### src/source/fir_pkg.sv
package fir_pkg;

    ////////////////////////////////////////////////////////////////////////////
    // Data path widths
    ////////////////////////////////////////////////////////////////////////////

    localparam int SAMPLE_W = 16;
    localparam int COEFF_W  = 16;
    // Full product of sample and coefficient, also the partial sum width
    localparam int PROD_W   = 32;

    ////////////////////////////////////////////////////////////////////////////
    // Filter geometry and coefficient RAM
    ////////////////////////////////////////////////////////////////////////////

    localparam int NUM_TAPS  = 24;
    localparam int BANK_TAPS = 12;
    localparam int ADDR_W    = 7;
    localparam int TAP_W     = 5;

    // Read latency of the external coefficient RAM
    localparam int RAM_LATENCY = 2;

    // Sample at bank input to partial sum
    localparam int BANK_LATENCY    = 5;
    // Partial sums to filter output
    localparam int COMBINE_LATENCY = 3;

    ////////////////////////////////////////////////////////////////////////////
    // Control codes
    ////////////////////////////////////////////////////////////////////////////

    // Gain settings
    localparam logic [1:0] GAIN_P6DB  = 2'd0;
    localparam logic [1:0] GAIN_0DB   = 2'd1;
    localparam logic [1:0] GAIN_M6DB  = 2'd2;
    localparam logic [1:0] GAIN_M12DB = 2'd3;

    // Decimation rates, code 0 not allowed
    localparam logic [1:0] DECI_1 = 2'd1;
    localparam logic [1:0] DECI_2 = 2'd2;
    localparam logic [1:0] DECI_4 = 2'd3;

endpackage

### src/source/fir_combiner.sv
`timescale 1ns/1ps

module fir_combiner import fir_pkg::*; (
    input  logic                       clk,
    input  logic                       reset,
    input  logic                       en,
    input  logic        [1:0]          gain,
    input  logic        [1:0]          deci,
    input  logic signed [SAMPLE_W-1:0] in,
    input  logic signed [PROD_W-1:0]   sum_a,
    input  logic signed [PROD_W-1:0]   sum_b,
    output logic signed [SAMPLE_W-1:0] out,
    output logic                       out_valid
);

    logic signed [SAMPLE_W-1:0] sum_hi;
    logic signed [SAMPLE_W-1:0] gained;
    logic        [1:0]          deci_cnt;
    logic        [1:0]          deci_last;
    logic                       deci_ok;

    // Upper halves of both partial sums, wraps at 16 bits
    always_ff @(posedge clk) begin
        sum_hi <= sum_a[PROD_W-1 -: SAMPLE_W] + sum_b[PROD_W-1 -: SAMPLE_W];
    end

    // Gain stage
    always_ff @(posedge clk) begin
        case (gain)
            GAIN_P6DB:  gained <= sum_hi <<< 1;
            GAIN_0DB:   gained <= sum_hi;
            GAIN_M6DB:  gained <= sum_hi >>> 1;
            GAIN_M12DB: gained <= sum_hi >>> 2;
        endcase
    end

    ////////////////////////////////////////////////////////////////////////////
    // Decimation and bypass
    ////////////////////////////////////////////////////////////////////////////

    assign deci_ok = (deci == DECI_1) || (deci == DECI_2) || (deci == DECI_4);

    always_comb begin
        case (deci)
            DECI_2:  deci_last = 2'd1;
            DECI_4:  deci_last = 2'd3;
            default: deci_last = 2'd0;
        endcase
    end

    always_ff @(posedge clk) begin
        if (reset) begin
            out       <= '0;
            out_valid <= 1'b0;
            deci_cnt  <= '0;
        end else if (!en) begin
            // Filter off, input goes straight out
            out       <= in;
            out_valid <= 1'b0;
            deci_cnt  <= '0;
        end else if (deci_ok) begin
            if (deci_cnt == deci_last) begin
                out       <= gained;
                out_valid <= 1'b1;
                deci_cnt  <= '0;
            end else begin
                out_valid <= 1'b0;
                deci_cnt  <= deci_cnt + 1'b1;
            end
        end else begin
            out       <= '0;
            out_valid <= 1'b0;
            deci_cnt  <= '0;
        end
    end

    a_no_valid_after_disable: assert property (
        @(posedge clk) disable iff (reset)
        !en |=> !out_valid
    );

endmodule

### config.mk
export PLATFORM = sky130hd
export DESIGN_NAME = fir_combiner
export DESIGN_NICKNAME = d
export VERILOG_FILES = /design/src/source/fir_pkg.sv /design/src/source/fir_combiner.sv
export SDC_FILE = /design/constraint.sdc
export NUM_CORES = 1
export LEC_CHECK = 0
export BUFFER_PORTS_ARGS = -buffer_cell sky130_fd_sc_hd__clkbuf_2
export CAP_MARGIN = 20
export CORE_MARGIN = 10
export CORE_UTILIZATION = 28
export CTS_BUF_LIST = sky130_fd_sc_hd__clkbuf_4
export CTS_CLUSTER_DIAMETER = 100
export DETAILED_ROUTE_END_ITERATION = 8
export PLACE_DENSITY = 0.59
export SLEW_MARGIN = 20
export SYNTH_ARGS = -nofsm -noshare
export SYNTH_HDL_FRONTEND = slang
export SYNTH_SLANG_ARGS = --single-unit
### constraint.sdc
create_clock -name clk -period 2.2 [get_ports clk]
set_clock_uncertainty 0.15 [all_clocks]
set_input_delay 0.22 -clock clk [delete_from_list [all_inputs] [get_ports clk]]
set_output_delay 0.22 -clock clk [all_outputs]
set_load 0.1 [all_outputs]
; ---- Word level (Yosys, flattened, before mapping)
; Index checks and enable logic that the tools add are counted.
[word_totals]
regBits = 51
latchBits = 0
ramBits = 0
mem_bits_ro = 0
inputBits = 87
output_inout_bits = 17
word_cells = 28
mem_count = 0
[op_classes]
n_addsub = 2
n_mul = 0
div = 0
order_cmp = 0
eq_ne = 8
shifts = 0
n_mux = 6
bitwise_logic = 2
n_reduce_logical = 5
[ops]
columns = op, count
row1 = one-hot mux 16 bit (4 select lines), 1
row2 = two-way mux 16 bit, 3
row3 = adder 16 bit, 1
row4 = "== test 2 bit, second input constant", 4
row5 = "== test 2 x 1 -> 1 bit, second input constant", 2
row6 = one-hot mux 2 bit (2 select lines), 1
row7 = OR reduction 4 bit, 1
row8 = "inequality test 3 x 2 -> 1 bit, second input constant", 1
row9 = OR reduction 3 bit, 1
row10 = "adder 2 x 1 -> 2 bit, second input constant", 1
row11 = == test 2 bit, 1
row12 = logical NOT 2 bit, 1
row13 = logical OR 1 bit, 2
row14 = inverter 1 bit, 2
row15 = two-way mux 1 bit, 1

; ---- Depth between registers and ports, before layout
[depth]
word_depth = 6
ltp_mapped = 7

; ---- Worst setup path before layout
; No wires, ideal clock.
[synth_path]
path_kind = input to register
startpoint = input port sum_a[16]
endpoint = register sum_hi[12]
setup_ps = 127
t_arrival_ps = 1674
slack_ps = 250
cell_stages = 7
cell_sequence = ha_1 fa_1 a21oi_1 o21ai_0 o21ai_0 o21ai_0 xor2_1
[synth_via]
elab_chain_len = 1
[synth_rtl]
columns = element, line_no
row1 = from (decl), fir_combiner.sv:10  ; input logic signed [PROD_W-1:0] sum_a,
row2 = adder 16 bit, fir_combiner.sv:24  ; sum_hi <= sum_a[PROD_W-1 -: SAMPLE_W] + sum_b[PROD_W-1 -: SAMPLE_W];
row3 = to (signal assigned), fir_combiner.sv:24
row4 = to (decl), fir_combiner.sv:16  ; logic signed [SAMPLE_W-1:0] sum_hi;
; Every way passes these cells.
; A chain may end at the register's enable or synchronous reset.

; ---- Final worst setup path
[layout_path]
startpoint = input port sum_b[17]
endpoint = register sum_hi[14]
[layout_via]
elab_chain_len = 1
[layout_rtl]
columns = element, line_no
row1 = from (decl), fir_combiner.sv:11  ; input logic signed [PROD_W-1:0] sum_b,
row2 = adder 16 bit, fir_combiner.sv:24
; Every way passes these cells.

==> results.md <==
- # DRC: 0
- Critical path buffer and inverter count: 3
- Clock power frac: 0.176
- Post-synth EDFFs: 0
- Sequential Power Share: 0.501
- Worst setup SP type: input pin
- Combinational share of power: 0.323
- Clk root buf: clkbuf_4
- Synth unique cells: 42
- Num ports: 104
- Cell count of the worst reg-to-reg path: 5
- Fraction of layout cells with a size suffix above 1: 0.3218
- Cell area after placement: 3108 sq um
- Total CTS buffers: 5
- Part of the cycle the worst path needs: 0.9531
- Static leakage: 1.454 nW
- Initial antenna violation count: 0
- Max-slew violation total from the final report: 0
- Syn Area/Cell: just over 10 sq um
- Worst-case vdd ir drop: 265.1 uV
- Most common cell in the synthesized netlist: dfxtp_1
- CP max stage delay: approximately 540 ps
- GRT overflow: 0
- WHS: between 10 and 15 ps
- Reg-to-reg endpoint: out[0]
- Final Hold Vio Count: 0
- Placement Rows: 35
- Switching Fraction: 0.3478
- Fill cells: about 940
- Max-slew headroom: 0.6332
- DR WL/cell: about 13 microns
- Htree depth: 2
- Die Wd: around 120 microns
- Internal: 1.531 mW
- Post-route ant nets: 0
- FMAX: roughly 0.48 GHz
- Type of the tightest min-delay check: input pin to flop
- Routed via count: between 2k and 2.5k
- CP endpoint kind: flop
- Area leader, netlist: dfxtp_1
- GPL Wtd Cong: 0.7979
- Synth-to-layout area growth: 26.27%
- CP Data Arrival Time: 2190 ps
- Drt via density: 4.526
- Commonest cells in the netlist: dfxtp_1, nor2_1, o21ai_0
- Outcome: completed
- Reg-to-Reg Start: deci_cnt[0]
- Min cycle time layout: 2097 ps
- Full die area: 13,770 sq um
- TritonRoute pass-1 iters: 4
- Reg2reg setup slack: ~400 ps
- Worst Hold Depth: 2
- Slowest cell on the critical path: dlygate4sd3_1
- Mapped Area: roughly 2700 sq um
- Final std cell area, no fill: 3349 sq um
- Tot Pwr: 2.347 mW
- Max clock buf depth: 2
- Initial Util: 0.2871
- Commonest register cell after synthesis: dfxtp_1
- Max_cap viols: 0
- Crit path top cell by count: o21ai_0
- Post-DP HPWL: 4.905 mm
- Largest net degree at the start of global routing: 20
- Clock Latency Late Sink: 350 ps
- Synth area leaders: dfxtp_1, mux4_2, ha_1, a211oi_2, nand2b_1
- Asr flop ratio synth: 0
- Core area: between 9000 and 10,000 sq um
- Synth warn: 0
- Hold Path End: sum_hi[1]
- Port buffer count: 71
- CTS tree: yes
- Crit path max-delay family: buffers and inverters
- Total Wirelength: approximately 6.2 mm
- Post-route setup TNS: 0 ps
- CP Cell Sequence: dlygate4sd3_1 > clkbuf_2 > fa_1 > a21oi_2 > o21ai_0 > o21ai_1 > buf_4 > o21ai_0 > xor2_1
- Sequential-to-total area share from yosys stat: 0.3849
- Worst Path Class, Setup: input pin to flop
- Mapped Cells: 262
- Drt first-iter violations: 97
- Synth Net Count: 365
- First-pass GRT wire length: 10.71 mm
- Die Y: 117.3 microns
- Vias in the first global route: roughly 2.2k
- GRT Overall Usage: 0.08930
- Pwr/cell area: 700.7 nW/um^2
- WP data required: 2300 ps
- Seq cells post-synth: 51
- Final setup viols: 0
- Max FO, Critical Path: 4
- Slew @ Worst Pin: 550.2 ps
- Worst hold path startpoint: sum_a[17]
- RSZ-0062 raised after global routing: false
- Net switching power: 0.8162 mW
- Nets@finish: 450
- Clk pin slew, worst setup/hold paths: 130 ps
- Yosys top cell area share: 0.3849
- Antenna cells: 0
- Clk sinks: 51
## flip-flops by register name (all words and copies together), names as in the netlist
name       flops
out           16
sum_hi        16
out_valid      1
deci_cnt       2
gained        16
## worst register-to-register path, cell delays in order, from the launching register on
cell	delay (ps)
dfxtp_1	450
nor3_1	120
a31oi_4	470
nand2_4	230
nor2_1	200
a211oi_2	60
## layout by cell type (no fill, tap or decap), types with 2 or more instances in the layout
cell type      instances
mux4_2                 9
ha_1                  15
xnor2_1                5
mux2_2                 4
o21bai_1               2
nand2b_1              16
clkbuf_2              71
o21ai_0               16
dfxtp_1               51
buf_4                  3
nand4_1                2
nor3_1                 3
a21o_1                 2
inv_1                  2
clkbuf_4               6
o21ai_1                7
mux2i_1                7
a21oi_1               11
o21ai_2                2
nand2_1               13
dlygate4sd3_1         18
a211oi_1              10
xor2_1                10
o211ai_1               3
a211oi_2               8
nand3_1                9
nor2_1                23
o211a_1                3
o21a_1                 2
a21oi_2                2
## metrics by stage
| stage | setup slack [ps] | util | cells |
|---|---|---|---|
| floorplan | 249.9 | - | 262 |
| global placement | 70.61 | 0.3364 | 451 |
| detailed placement | 60.69 | 0.3364 | 451 |
| CTS | 85.77 | 0.3621 | 477 |
| global route | 15.97 | 0.3625 | 477 |
| finish | 103.2 | 0.3625 | 477 |
## power groups by stage
stage / combinational (mW) / clock, mW / sequential (mW)
final: 0.758 / 0.412 / 1.18
after floorplan: 0.395 / 0 / 1.36
after CTS: 0.764 / 0.441 / 1.18
after detailed placement: 0.734 / 0 / 1.20
after global placement: 0.726 / 0 / 1.19
after global routing: 0.832 / 0.476 / 1.20
## repair_timing
action | CTS | global route
setup endpoints to repair | 0 | 3
hold buffers | 18 | 0
buffers inserted | 0 | 0
gates resized for setup | 0 | 2
endpoints found under the hold margin | 18 | 0
## metal layers
| layer | up-vias | GRT usage | wire (microns) |
|---|---|---|---|
| met2 | 70 | 0.1378 | 2730 |
| li1 | 1131 | - | - |
| met3 | 4 | 0.02590 | 362 |
| met1 | 954 | 0.1173 | 3054 |
| met4 | 0 | 0.02582 | 67 |
| met5 | - | 0 | 0 |
## final cells by class
type	count	area, sq um	share of cell area
Timing Repair Buffer	92	558.0	0.1666
Clock buffer	6	45.04	0.01345
Clock inverter	2	12.51	0.003736
Multi-Input combinational cell	195	1544	0.4610
Tap cell	129	161.4	0.04819
Sequential cell	51	1021	0.3048
Inverter	2	7.507	0.002241
## cell families after synthesis
family / synth area share
compound gates: 0.2024
simple gates: 0.1307
buf+inv: 0.03443
mux: 0.1198
fa+ha+maj: 0.07830
xor+xnor: 0.04953
flops: 0.3849
## how the worst max path moves through the flow
stage	start	to	slack, ps	cells past startpoint
CTS	sum_b[17]	sum_hi[12]	90	9
detailed placement	sum_a[16]	sum_hi[12]	60	9
global route	sum_b[17]	sum_hi[15]	20	8
finish	sum_b[17]	sum_hi[14]	100	9
floorplan	sum_a[16]	sum_hi[12]	250	7
global placement	sum_a[16]	sum_hi[14]	70	9
Power figures use the tool's default switching activity.
