File: src/source/fir_pkg.sv
package fir_pkg;

    ////////////////////////////////////////////////////////////////////////////
    // Data path widths
    ////////////////////////////////////////////////////////////////////////////

    localparam int SAMPLE_W = 16;
    localparam int COEFF_W  = 16;
    // Full product of sample and coefficient, also the partial sum width
    localparam int PROD_W   = 32;

    ////////////////////////////////////////////////////////////////////////////
    // Filter geometry and coefficient RAM
    ////////////////////////////////////////////////////////////////////////////

    localparam int NUM_TAPS  = 24;
    localparam int BANK_TAPS = 12;
    localparam int ADDR_W    = 7;
    localparam int TAP_W     = 5;

    // Read latency of the external coefficient RAM
    localparam int RAM_LATENCY = 2;

    // Sample at bank input to partial sum
    localparam int BANK_LATENCY    = 5;
    // Partial sums to filter output
    localparam int COMBINE_LATENCY = 3;

    ////////////////////////////////////////////////////////////////////////////
    // Control codes
    ////////////////////////////////////////////////////////////////////////////

    // Gain settings
    localparam logic [1:0] GAIN_P6DB  = 2'd0;
    localparam logic [1:0] GAIN_0DB   = 2'd1;
    localparam logic [1:0] GAIN_M6DB  = 2'd2;
    localparam logic [1:0] GAIN_M12DB = 2'd3;

    // Decimation rates, code 0 not allowed
    localparam logic [1:0] DECI_1 = 2'd1;
    localparam logic [1:0] DECI_2 = 2'd2;
    localparam logic [1:0] DECI_4 = 2'd3;

endpackage

File: src/source/coeff_loader.sv
`timescale 1ns/1ps

module coeff_loader import fir_pkg::*; (
    input  logic                       clk,
    input  logic                       reset,
    input  logic                       en,
    input  logic signed [COEFF_W-1:0]  ram_data,
    output logic        [ADDR_W-1:0]   ram_addr,
    output logic                       coeff_wr,
    output logic        [TAP_W-1:0]    coeff_index,
    output logic signed [COEFF_W-1:0]  coeff_data,
    output logic                       coeff_ready
);

    logic                   issue;
    logic                   issue_done;
    logic [RAM_LATENCY-1:0] wr_pipe;
    logic [TAP_W-1:0]       index_pipe [RAM_LATENCY];

    // One read request per cycle until the last tap address is out
    assign issue = en && !issue_done;

    ////////////////////////////////////////////////////////////////////////////
    // Address counter and request tracking
    ////////////////////////////////////////////////////////////////////////////

    always_ff @(posedge clk) begin
        if (reset) begin
            ram_addr    <= '0;
            issue_done  <= 1'b0;
            wr_pipe     <= '0;
            coeff_wr    <= 1'b0;
            coeff_ready <= 1'b0;
        end else begin
            if (issue) begin
                if (ram_addr == ADDR_W'(NUM_TAPS - 1)) begin
                    issue_done <= 1'b1;
                end else begin
                    ram_addr <= ram_addr + 1'b1;
                end
            end
            wr_pipe  <= {wr_pipe[RAM_LATENCY-2:0], issue};
            coeff_wr <= wr_pipe[RAM_LATENCY-1];
            // Ready once the last tap has landed in its bank
            if (coeff_wr && coeff_index == TAP_W'(NUM_TAPS - 1)) begin
                coeff_ready <= 1'b1;
            end
        end
    end

    // Index follows the strobe so it lines up with the RAM data
    always_ff @(posedge clk) begin
        index_pipe[0] <= ram_addr[TAP_W-1:0];
        for (int i = 1; i < RAM_LATENCY; i++) begin
            index_pipe[i] <= index_pipe[i-1];
        end
        coeff_index <= index_pipe[RAM_LATENCY-1];
        coeff_data  <= ram_data;
    end

    a_index_range: assert property (
        @(posedge clk) disable iff (reset)
        coeff_wr |-> (coeff_index < TAP_W'(NUM_TAPS))
    );

endmodule

File: config.mk
export PLATFORM = sky130hd
export DESIGN_NAME = coeff_loader
export DESIGN_NICKNAME = d
export VERILOG_FILES = /design/src/source/fir_pkg.sv /design/src/source/coeff_loader.sv
export SDC_FILE = /design/constraint.sdc
export NUM_CORES = 1
export LEC_CHECK = 0
export BUFFER_PORTS_ARGS = -buffer_cell sky130_fd_sc_hd__buf_2
export CORE_UTILIZATION = 51
export CTS_BUF_LIST = sky130_fd_sc_hd__clkbuf_8
export DETAILED_ROUTE_END_ITERATION = 10
export PLACE_DENSITY_LB_ADDON = 0.12
export SYNTH_ARGS = -nofsm -noshare
export SYNTH_HDL_FRONTEND = slang
export SYNTH_SLANG_ARGS = --single-unit
File: constraint.sdc
create_clock -name clk -period 2.9 [get_ports clk]
set_clock_uncertainty 0.15 [all_clocks]
set_input_delay 0.29 -clock clk [delete_from_list [all_inputs] [get_ports clk]]
set_output_delay 0.29 -clock clk [all_outputs]
set_load 0.01 [all_outputs]
Yosys cells after proc, flatten, opt, wreduce, memory -nomap -nowiden
Memory sizes are Yosys's and may differ from the RTL's. A register that Yosys moved wholly into a read port is not among the register bits. Index checks and enable logic that the tools add are counted.

Eq/ne operators: 2. Add/subtract/negate cells: 1. Bitwise logic cells: 1. Reductions and logical operators: 5.

Operator list (number): adder 7 x 1 -> 7 bit (second input constant) (1); equality test 7 x 5 -> 1 bit (second input constant) (1); equality test 5 bit (second input constant) (1); AND reduction 2 bit (2); logical AND 1 bit (2); zero test 1 bit (1); inverter 1 bit (1).

Input port bits: 19. Flip-flop bits (word level): 28. Memories kept: 1. RAM bits: 10. Word-level logic and storage cells: 16.

Memories: index_pipe (words 2, bits a word 5, read ports 2, clocked after Yosys merged registers in 1, wr ports 2, line coeff_loader.sv:18) `logic [TAP_W-1:0] index_pipe [RAM_LATENCY];`.

Logic depth before layout (Yosys ltp)
Gate-level depths: netlist of the first run.

Depth after elaboration: 3. Gate-level depth with buffers: 4.

Worst setup path before layout of the first run
OpenSTA, ideal clock, no wires.

Path type: reg2reg. From: reg ram_addr[0]. To: reg ram_addr[6]. Stages on the path, launching flop included: 5. Slack: 1.372 ns. Data required time: 2.679 ns. Arrival: 1.307 ns. Cells stage by stage: dfxtp_1 ha_1 nand3_1 or4_1 a21oi_1.

Word-level cells in the longest chain between the ends: 3. Elaborated cells between the ends (all ways): 4. Those cells by class: add/sub: 1; eq/ne: 1; bitwise: 1; reduce/logical: 1.

RTL lines: start, declared (line coeff_loader.sv:8) `output logic [ADDR_W-1:0] ram_addr,`; start signal, assigned (line coeff_loader.sv:39) `ram_addr <= ram_addr + 1'b1;`; parallel branches: the longest is 3 deep, another holds adder 7 x 1 -> 7 bit.

Parallel ways; which one is timed is not known. A chain may end at the register's enable or synchronous reset.

Final worst setup path of the first run
Same ends and word-level chain as after synthesis.

==> summary.md, run 1 <==
| Metric | Value |
|---|---|
| Arr. time, crit path | 1.74 ns |
| Cell Area, Placed | roughly 1400 sq um |
| Register area | between 800 and 900 sq um |
| H-tree depth | 2 |
| Core area | between 2000 and 2500 sq um |
| TritonRoute pass-1 iters | 4 |
| Die span in x | ~50 microns |
| Row count | 17 |
| Clk Latency, worst-skew pair | about 0.29 ns |
| Area of the multi-input gates | around 300 sq um |
| Max_slew headroom | 72.2% |
| Flops & latches, synth | 43 |
| Filler cell count | about 150 |
| Total Power | 1090 uW |
| DRT antenna net count | 0 |
| CTS tree | built |
| Share of the clock period used by the worst path after layout | between 50 and 60% |
| Critical Path RT | a little under 3 ns |
| Final Critical Period | about 1.7 ns |
| Post-synth EDFFs | 0 |
| # port buffers | 48 |
| CTS max path bufs | 2 |
| Initial DRC count | 14 |
| Overflow after GRT | 0 |
| Largest net degree at the start of global routing | 16 |
| Vias in the first global route | 738 |
| Slowest stage delay, CP | between 0.4 and 0.5 ns |
| Total wire length | around 2.3 mm |
| Critical path endpoint category | flip-flop |
| Top FF cell, synth | dfxtp_1 |
| F_max | between 500 and 600 MHz |
| Hold WS | 0.173 ns |
| Initial core utilization | around 54% |
| DR vias | between 800 and 900 |
| Critical path cell sequence | ha_1, nand3_1, or4_1, a21oi_1 |
| Post-CTS resize count | 0 |
| Die H | 50.0 microns |
| Post-synth ARST share | 0% |
| Run status | completed |
| CP startpoint kind | flip-flop |
| RD Place Congestion | 0.764 |
| Synth Area per Inst | approximately 13 sq um |
| Worst min path class | in -> reg |
| Seq/Total Area, Yosys | around three quarters |
| Max-cap violations | 0 |
| Synth Net Count | around 110 |
| Inst Count DP | ~160 |
| Total GRT Usage | between 10% and 20% |
| Final Setup Violations | 0 |
| Synth warn | 0 |
| Most common cell after layout, fill and taps aside | buf_2 |
| Vias/cell | 4.82 |
| First-pass GRT wire length | roughly 3.4 mm |
| CTS sink count | 43 |
| Drt drc | 0 |
| RSZ-0062 raised after global routing | false |
| PwrDens | between 600 and 700 nW/um^2 |
| WL/cell | between 10 and 15 microns |
| Crit path kind | reg -> reg |
| Synth area leaders | dfxtp_1 73%, nor4b_4 2.0%, a21oi_1 1.7% |
| Post-synth top area cell | dfxtp_1 |
| Syn Std Cell Area | between 1000 and 1500 sq um |
| Crit-path slowest cell | dfxtp_1 |
| Pleak | around 0.00076 uW |
| CTS Buf Count | 5 |
| Clk root buf | clkbuf_8 |
| Fin. Hold Viols | 0 |
| Post-synth cell types | 28 |
| Worst-path clk slew | ~0.070 ns |
| Top cell type's share of synthesized area | 73.3% |
| Least-Margin Pin Slew | between 0.4 and 0.5 ns |
| Final Cell Area | 1680 sq um |
| # diodes | 0 |
| Ports | between 40 and 50 |
| Post-Route Setup TNS | 0 ns |
| Final nets | roughly 180 |
| Slew Limit Fails | 0 |
| CP Max Fanout | 7 |
| Synth Instances | 88 |
| Commonest non-fill, non-tap cells in the layout | 48 x buf_2, 43 x dfxtp_1, 16 x dlygate4sd3_1 |
| Layout area overhead | 43.2% |
| Worst IR drop on VDD | approximately 0.52 mV |
| Die area | ~2500 sq um |
| Initial antenna violation count | 0 |
| Layout cells sized above 1 | a little over a third |
| Fin cells | 186 |
-- layer usage --
metal | track usage (%) | up-vias | wire, microns
met3 | 9.26 | 6 | 124
met2 | 31.3 | 28 | 1140
met1 | 21.8 | 414 | 950
li1 | - | 449 | -
met4 | 10.0 | 0 | 39
met5 | 0 | - | 0
-- state kept, by name, summed over array words and instances, names as in the netlist --
register,count
coeff_wr,1
index_pipe,10
wr_pipe,2
coeff_data,16
coeff_index,5
ram_addr,7
issue_done,1
coeff_ready,1
-- timing repair --
item,4_1_cts,5_1_grt
buffers inserted,0,0
hold buffers,16,0
endpoints found under the hold margin,16,0
-- final cells by class --
cell class | instances | area share (%)
Clock buffer | 5 | 4.09
Clock inverter | 3 | 0.743
Inverter | 2 | 0.446
Multi-Input combinational cell | 41 | 17.7
Sequential cell | 43 | 51.2
Tap cell | 28 | 2.08
Timing Repair Buffer | 64 | 23.8
-- critical path, delay by kind of cell (launching register included) --
kind                       cells  cell delay [ns]
DFF                            1             0.45
and+or+nand+nor                2             0.53
adders and majority gates      1             0.31
AOI/OAI and AO/OA              1             0.16
-- stage by stage --
stage	utilization, %	setup slack [ns]
2_1_floorplan	-	1.37
3_3_place_gp	65.8	1.34
3_5_place_dp	65.8	1.24
4_1_cts	76.8	1.24
5_1_grt	76.8	1.09
6_report	76.8	1.23
-- synthesized netlist by cell type, drive strengths merged (2+ instances only) --
cell    instances
inv             2
a31oi           2
o21ai           2
dfxtp          43
nor2            5
mux2i           2
o31ai           2
a311o           2
nor2b           2
a21oi           4
nand3           3
nand4b          2
or4             2
-- worst paths after layout --
check                           start                  endpoint  slack (ns)  cells past startpoint
min reg2reg  index_pipe[1][0]$_DFF_P_    coeff_index[0]$_DFF_P_        0.18                      0
max          ram_addr[0]$_SDFFE_PP0P_  ram_addr[6]$_SDFFE_PP0P_        1.23                      4
min                                en   issue_done$_SDFFE_PP0P_        0.17                      3
max reg2reg  ram_addr[0]$_SDFFE_PP0P_  ram_addr[6]$_SDFFE_PP0P_        1.23                      4
-- where the power goes --
part | internal, uW | switching [uW] | leakage (uW)
registers | 633 | 20.7 | 0.000356
logic | 53.9 | 45.7 | 0.000354
clock network | 162 | 176 | 0.0000505
total | 848 | 243 | 0.000761
-- cell families after synthesis --
kind of cell             synth area share, %
flip-flops                              73.3
AND/OR/NAND/NOR                         14.4
AO/OA/AOI/OAI                           8.20
buffers and inverters                   1.38
multiplexers                            1.70
adder cells (fa/ha/maj)                 1.06
Note: power is estimated with default switching activity, not from simulation.
==> run 2: changes to the inputs <==
Settings changed: ABC_AREA set to 1, CORE_UTILIZATION 51 to 48.
Clock period 2.9 ns to 1.6 ns, I/O delays scaled along.
==> summary.md, run 2 <==
| Metric | Value |
|---|---|
| Run status | completed |
| Least-Margin Pin Slew | 0.202 ns (-0.214 ns) |
| Most Frequent Cell on Critical Path | nand2_2 |
| Arr. time, crit path | 1.48 ns (-0.26 ns) |
| Top FF cell, synth | dfxtp_1 |
| Crit-path slowest cell | dfxtp_1 |
| Layout area overhead | 46.5% |
| H-tree depth | 2 (unchanged) |
| # port buffers | 48 (unchanged) |
| Post-CTS setup buffer count | 0 (unchanged) |
| Pint | 1640 uW (+94%) |
| First-pass GRT wire length | 3.48 mm (+1.4%) |
| Share of the clock period used by the worst path after layout | 88.4% (+31 points) |
| Top cell type's share of synthesized area | 70.1% (-3.1 points) |
| Critical Path RT | 1.66 ns (-1.31 ns) |
| R2R Setup Slk | 0.19 ns (-1.04 ns) |
| HPWL Detailed | around 1.6 mm |
| Die H | 52.6 microns (+5.2%) |
| Sw Share | 19.3% (-2.9 points) |
| Initial antenna violation count | 0 (unchanged) |
| Buf/Inv on CP | 1 (+1) |
| Core area | 2320 sq um (+5.8%) |
| Final Critical Period | 1.41 ns (-0.260 ns) |
| Max reg flops | 16 (unchanged) |
| Initial core utilization | 52.9% (-0.69 points) |
| Post-Route Setup TNS | 0 ns (unchanged) |
| Total GRT Usage | 18.3% (-1.4 points) |
| Top flop regs | coeff_data (16), index_pipe (10), ram_addr (7) |
| Die span in x | 52.6 microns (+5.2%) |
| Syn Std Cell Area | 1230 sq um (+4.5%) |
| Filler cell count | 168 (+9.1%) |
| Fin. Hold Viols | 0 (unchanged) |
| Synth Area per Inst | 10.7 sq um (-20%) |
| Largest net degree at the start of global routing | 13 (-3) |
| CTS Buf Count | 5 (unchanged) |
| Initial DRC count | 17 (+3) |
| DR vias | 976 (+8.8%) |
| Final Setup Violations | 0 (unchanged) |
| Total wire length | 2.29 mm (+1.6%) |
| Max_slew headroom | 86.5% (+14 points) |
| Dominant cell by count in the synthesized netlist | dfxtp_1 |
| Post-synth EDFFs | 0 (unchanged) |
| Worst setup path start | ram_addr[0]$_SDFFE_PP0P_ |
| # diodes | 0 (unchanged) |
| Seq/Total Area, Yosys | 70.1% (-3.1 points) |
| TritonRoute pass-1 iters | 4 (unchanged) |
| Vias/cell | 4.50 (-6.7%) |
| CTS tree | built |
| Post-synth top area cell | dfxtp_1 |
| Worst IR drop on VDD | 1.07 mV (+110%) |
| CP startpoint kind | flip-flop |
| Slew Limit Fails | 0 (unchanged) |
| Overflow after GRT | 0 (unchanged) |
| Die area | 2760 sq um (+11%) |
| Worst min path class | reg -> reg |
| RD Place Congestion | 0.790 (+3.5%) |
| Ports | 49 (unchanged) |
| Total Power | 2040 uW (+87%) |
| CP Max Fanout | 12 (+5) |
| Critical path endpoint category | flip-flop |
| WL/cell | 10.6 microns (-13%) |
| CTS sink count | 43 (unchanged) |
| Synth warn | 0 (unchanged) |
| Flops & latches, synth | 43 (unchanged) |
| Slowest stage delay, CP | 0.33 ns (-0.12 ns) |
| Critical path cell sequence | ha_1, nand2_2, inv_2, nand3_4, nand2_2, nand2_1, a21oi_1 |
| RSZ-0062 raised after global routing | false |
| Hold Crit Start | index_pipe[1][3]$_DFF_P_ |
| Layout cells sized above 1 | 36.0% (+0.54 points) |
| Row count | 17 (unchanged) |
| Critical Path Stages | 7 (+3) |
| F_max | 707 MHz (+18%) |
| Commonest non-fill, non-tap cells in the layout | 48 x buf_2, 43 x dfxtp_1, 18 x dlygate4sd3_1 |
| Comb power frac | 7.0% (-2.1 points) |
| Vias in the first global route | 840 (+14%) |
| Synth Instances | 115 (+31%) |
| CTS max path bufs | 2 (unchanged) |
| Largest Register | coeff_data |
| Synth Net Count | 135 (+25%) |
| Hold path cells | 0 (-3) |
| Post-synth cell types | 18 (-36%) |
| Clock power frac | 37.8% (+6.8 points) |
| Psw | 394 uW (+62%) |
| Final nets | 209 (+18%) |
| Post-synth ARST share | 0% (unchanged) |
| PwrDens | 1130 nW/um^2 (+75%) |
| DRT antenna net count | 0 (unchanged) |
| Worst-path clk slew | 0.07 ns (about the same) |
| Clk Latency, worst-skew pair | 0.28 ns (about the same) |
| CP top delay family | simple AND/OR/NAND/NOR gates |
| Pleak | 0.000858 uW (+13%) |
| Flop pwr share | 55.1% (-4.8 points) |
| Max-cap violations | 0 (unchanged) |
| Worst flop-to-flop path startpoint | ram_addr[0]$_SDFFE_PP0P_ |
| Most common cell after layout, fill and taps aside | buf_2 |
| Most instantiated cells after synthesis | 43 x dfxtp_1, 16 x nand2_1, 10 x inv_1, 10 x nor2_1, 9 x nand3_1 |
| Worst Reg-to-Reg Cells | 7 (+3) |
| Crit path kind | reg -> reg |
| Synth area leaders | dfxtp_1 70%, nand2_1 4.9%, nand3_1 3.7% |
| Clk root buf | clkbuf_8 |
| Drt drc | 0 (unchanged) |
==> run 2: area by class of cell <==
class / count / area (sq um) / area share (%)
inverters: 12 / 45.0 / 2.51
flip-flops and latches: 43 / 861 / 47.9
clock buffers: 5 / 68.8 / 3.83
repair buffers: 72 / 465 / 25.9
clock inverters: 2 / 33.8 / 1.88
well taps: 28 / 35.0 / 1.95
multi-input cells: 55 / 289 / 16.1
==> run 2: worst paths after layout <==
path | endpoint
max | ram_addr[4]$_SDFFE_PP0P_
min | coeff_index[3]$_DFF_P_
max reg2reg | ram_addr[4]$_SDFFE_PP0P_
min reg2reg | coeff_index[3]$_DFF_P_
==> run 2: logic make-up after synthesis <==
| family | share of synthesized area (%) |
|---|---|
| DFF | 70.1 |
| buffers and inverters | 7.14 |
| AOI/OAI and AO/OA | 3.26 |
| and+or+nand+nor | 17.7 |
| xor gates and xnor gates | 0.714 |
| adders and majority gates | 1.02 |
==> run 2: through the flow <==
step	setup WS [ns]	instances	instance area (sq um)	util, %	hold slack, ns
2_1_floorplan	0.0952	115	1230	-	0.0377
3_3_place_gp	0.163	192	1510	64.9	0.112
3_5_place_dp	0.0682	192	1510	64.9	0.114
4_1_cts	0.0582	217	1790	77.1	0.181
5_1_grt	0.101	217	1800	77.5	0.185
6_report	0.186	217	1800	77.5	0.180
==> run 2: timing repair <==
action | in CTS | in global routing
hold endpoints to repair | 23 | 0
gates resized for setup | 0 | 2
endpoints found under the setup margin | 0 | 4
hold buffers | 18 | 0
==> run 2: power by group through the flow <==
stage / clock network [uW] / registers, uW / logic, uW
floorplan: 0 / 1170 / 28.0
global placement: 0 / 1150 / 106
detailed placement: 0 / 1150 / 108
CTS: 790 / 1120 / 143
global route: 829 / 1130 / 156
finish: 771 / 1120 / 143
==> run 2: metal layers <==
layer | part of all wire, % | track usage, % | routed length [microns]
met2 | 53 | 32.5 | 1210
met1 | 40 | 19.2 | 921
met4 | 1.6 | 7.89 | 36
met3 | 5.4 | 6.67 | 124
met5 | 0 | 0 | 0
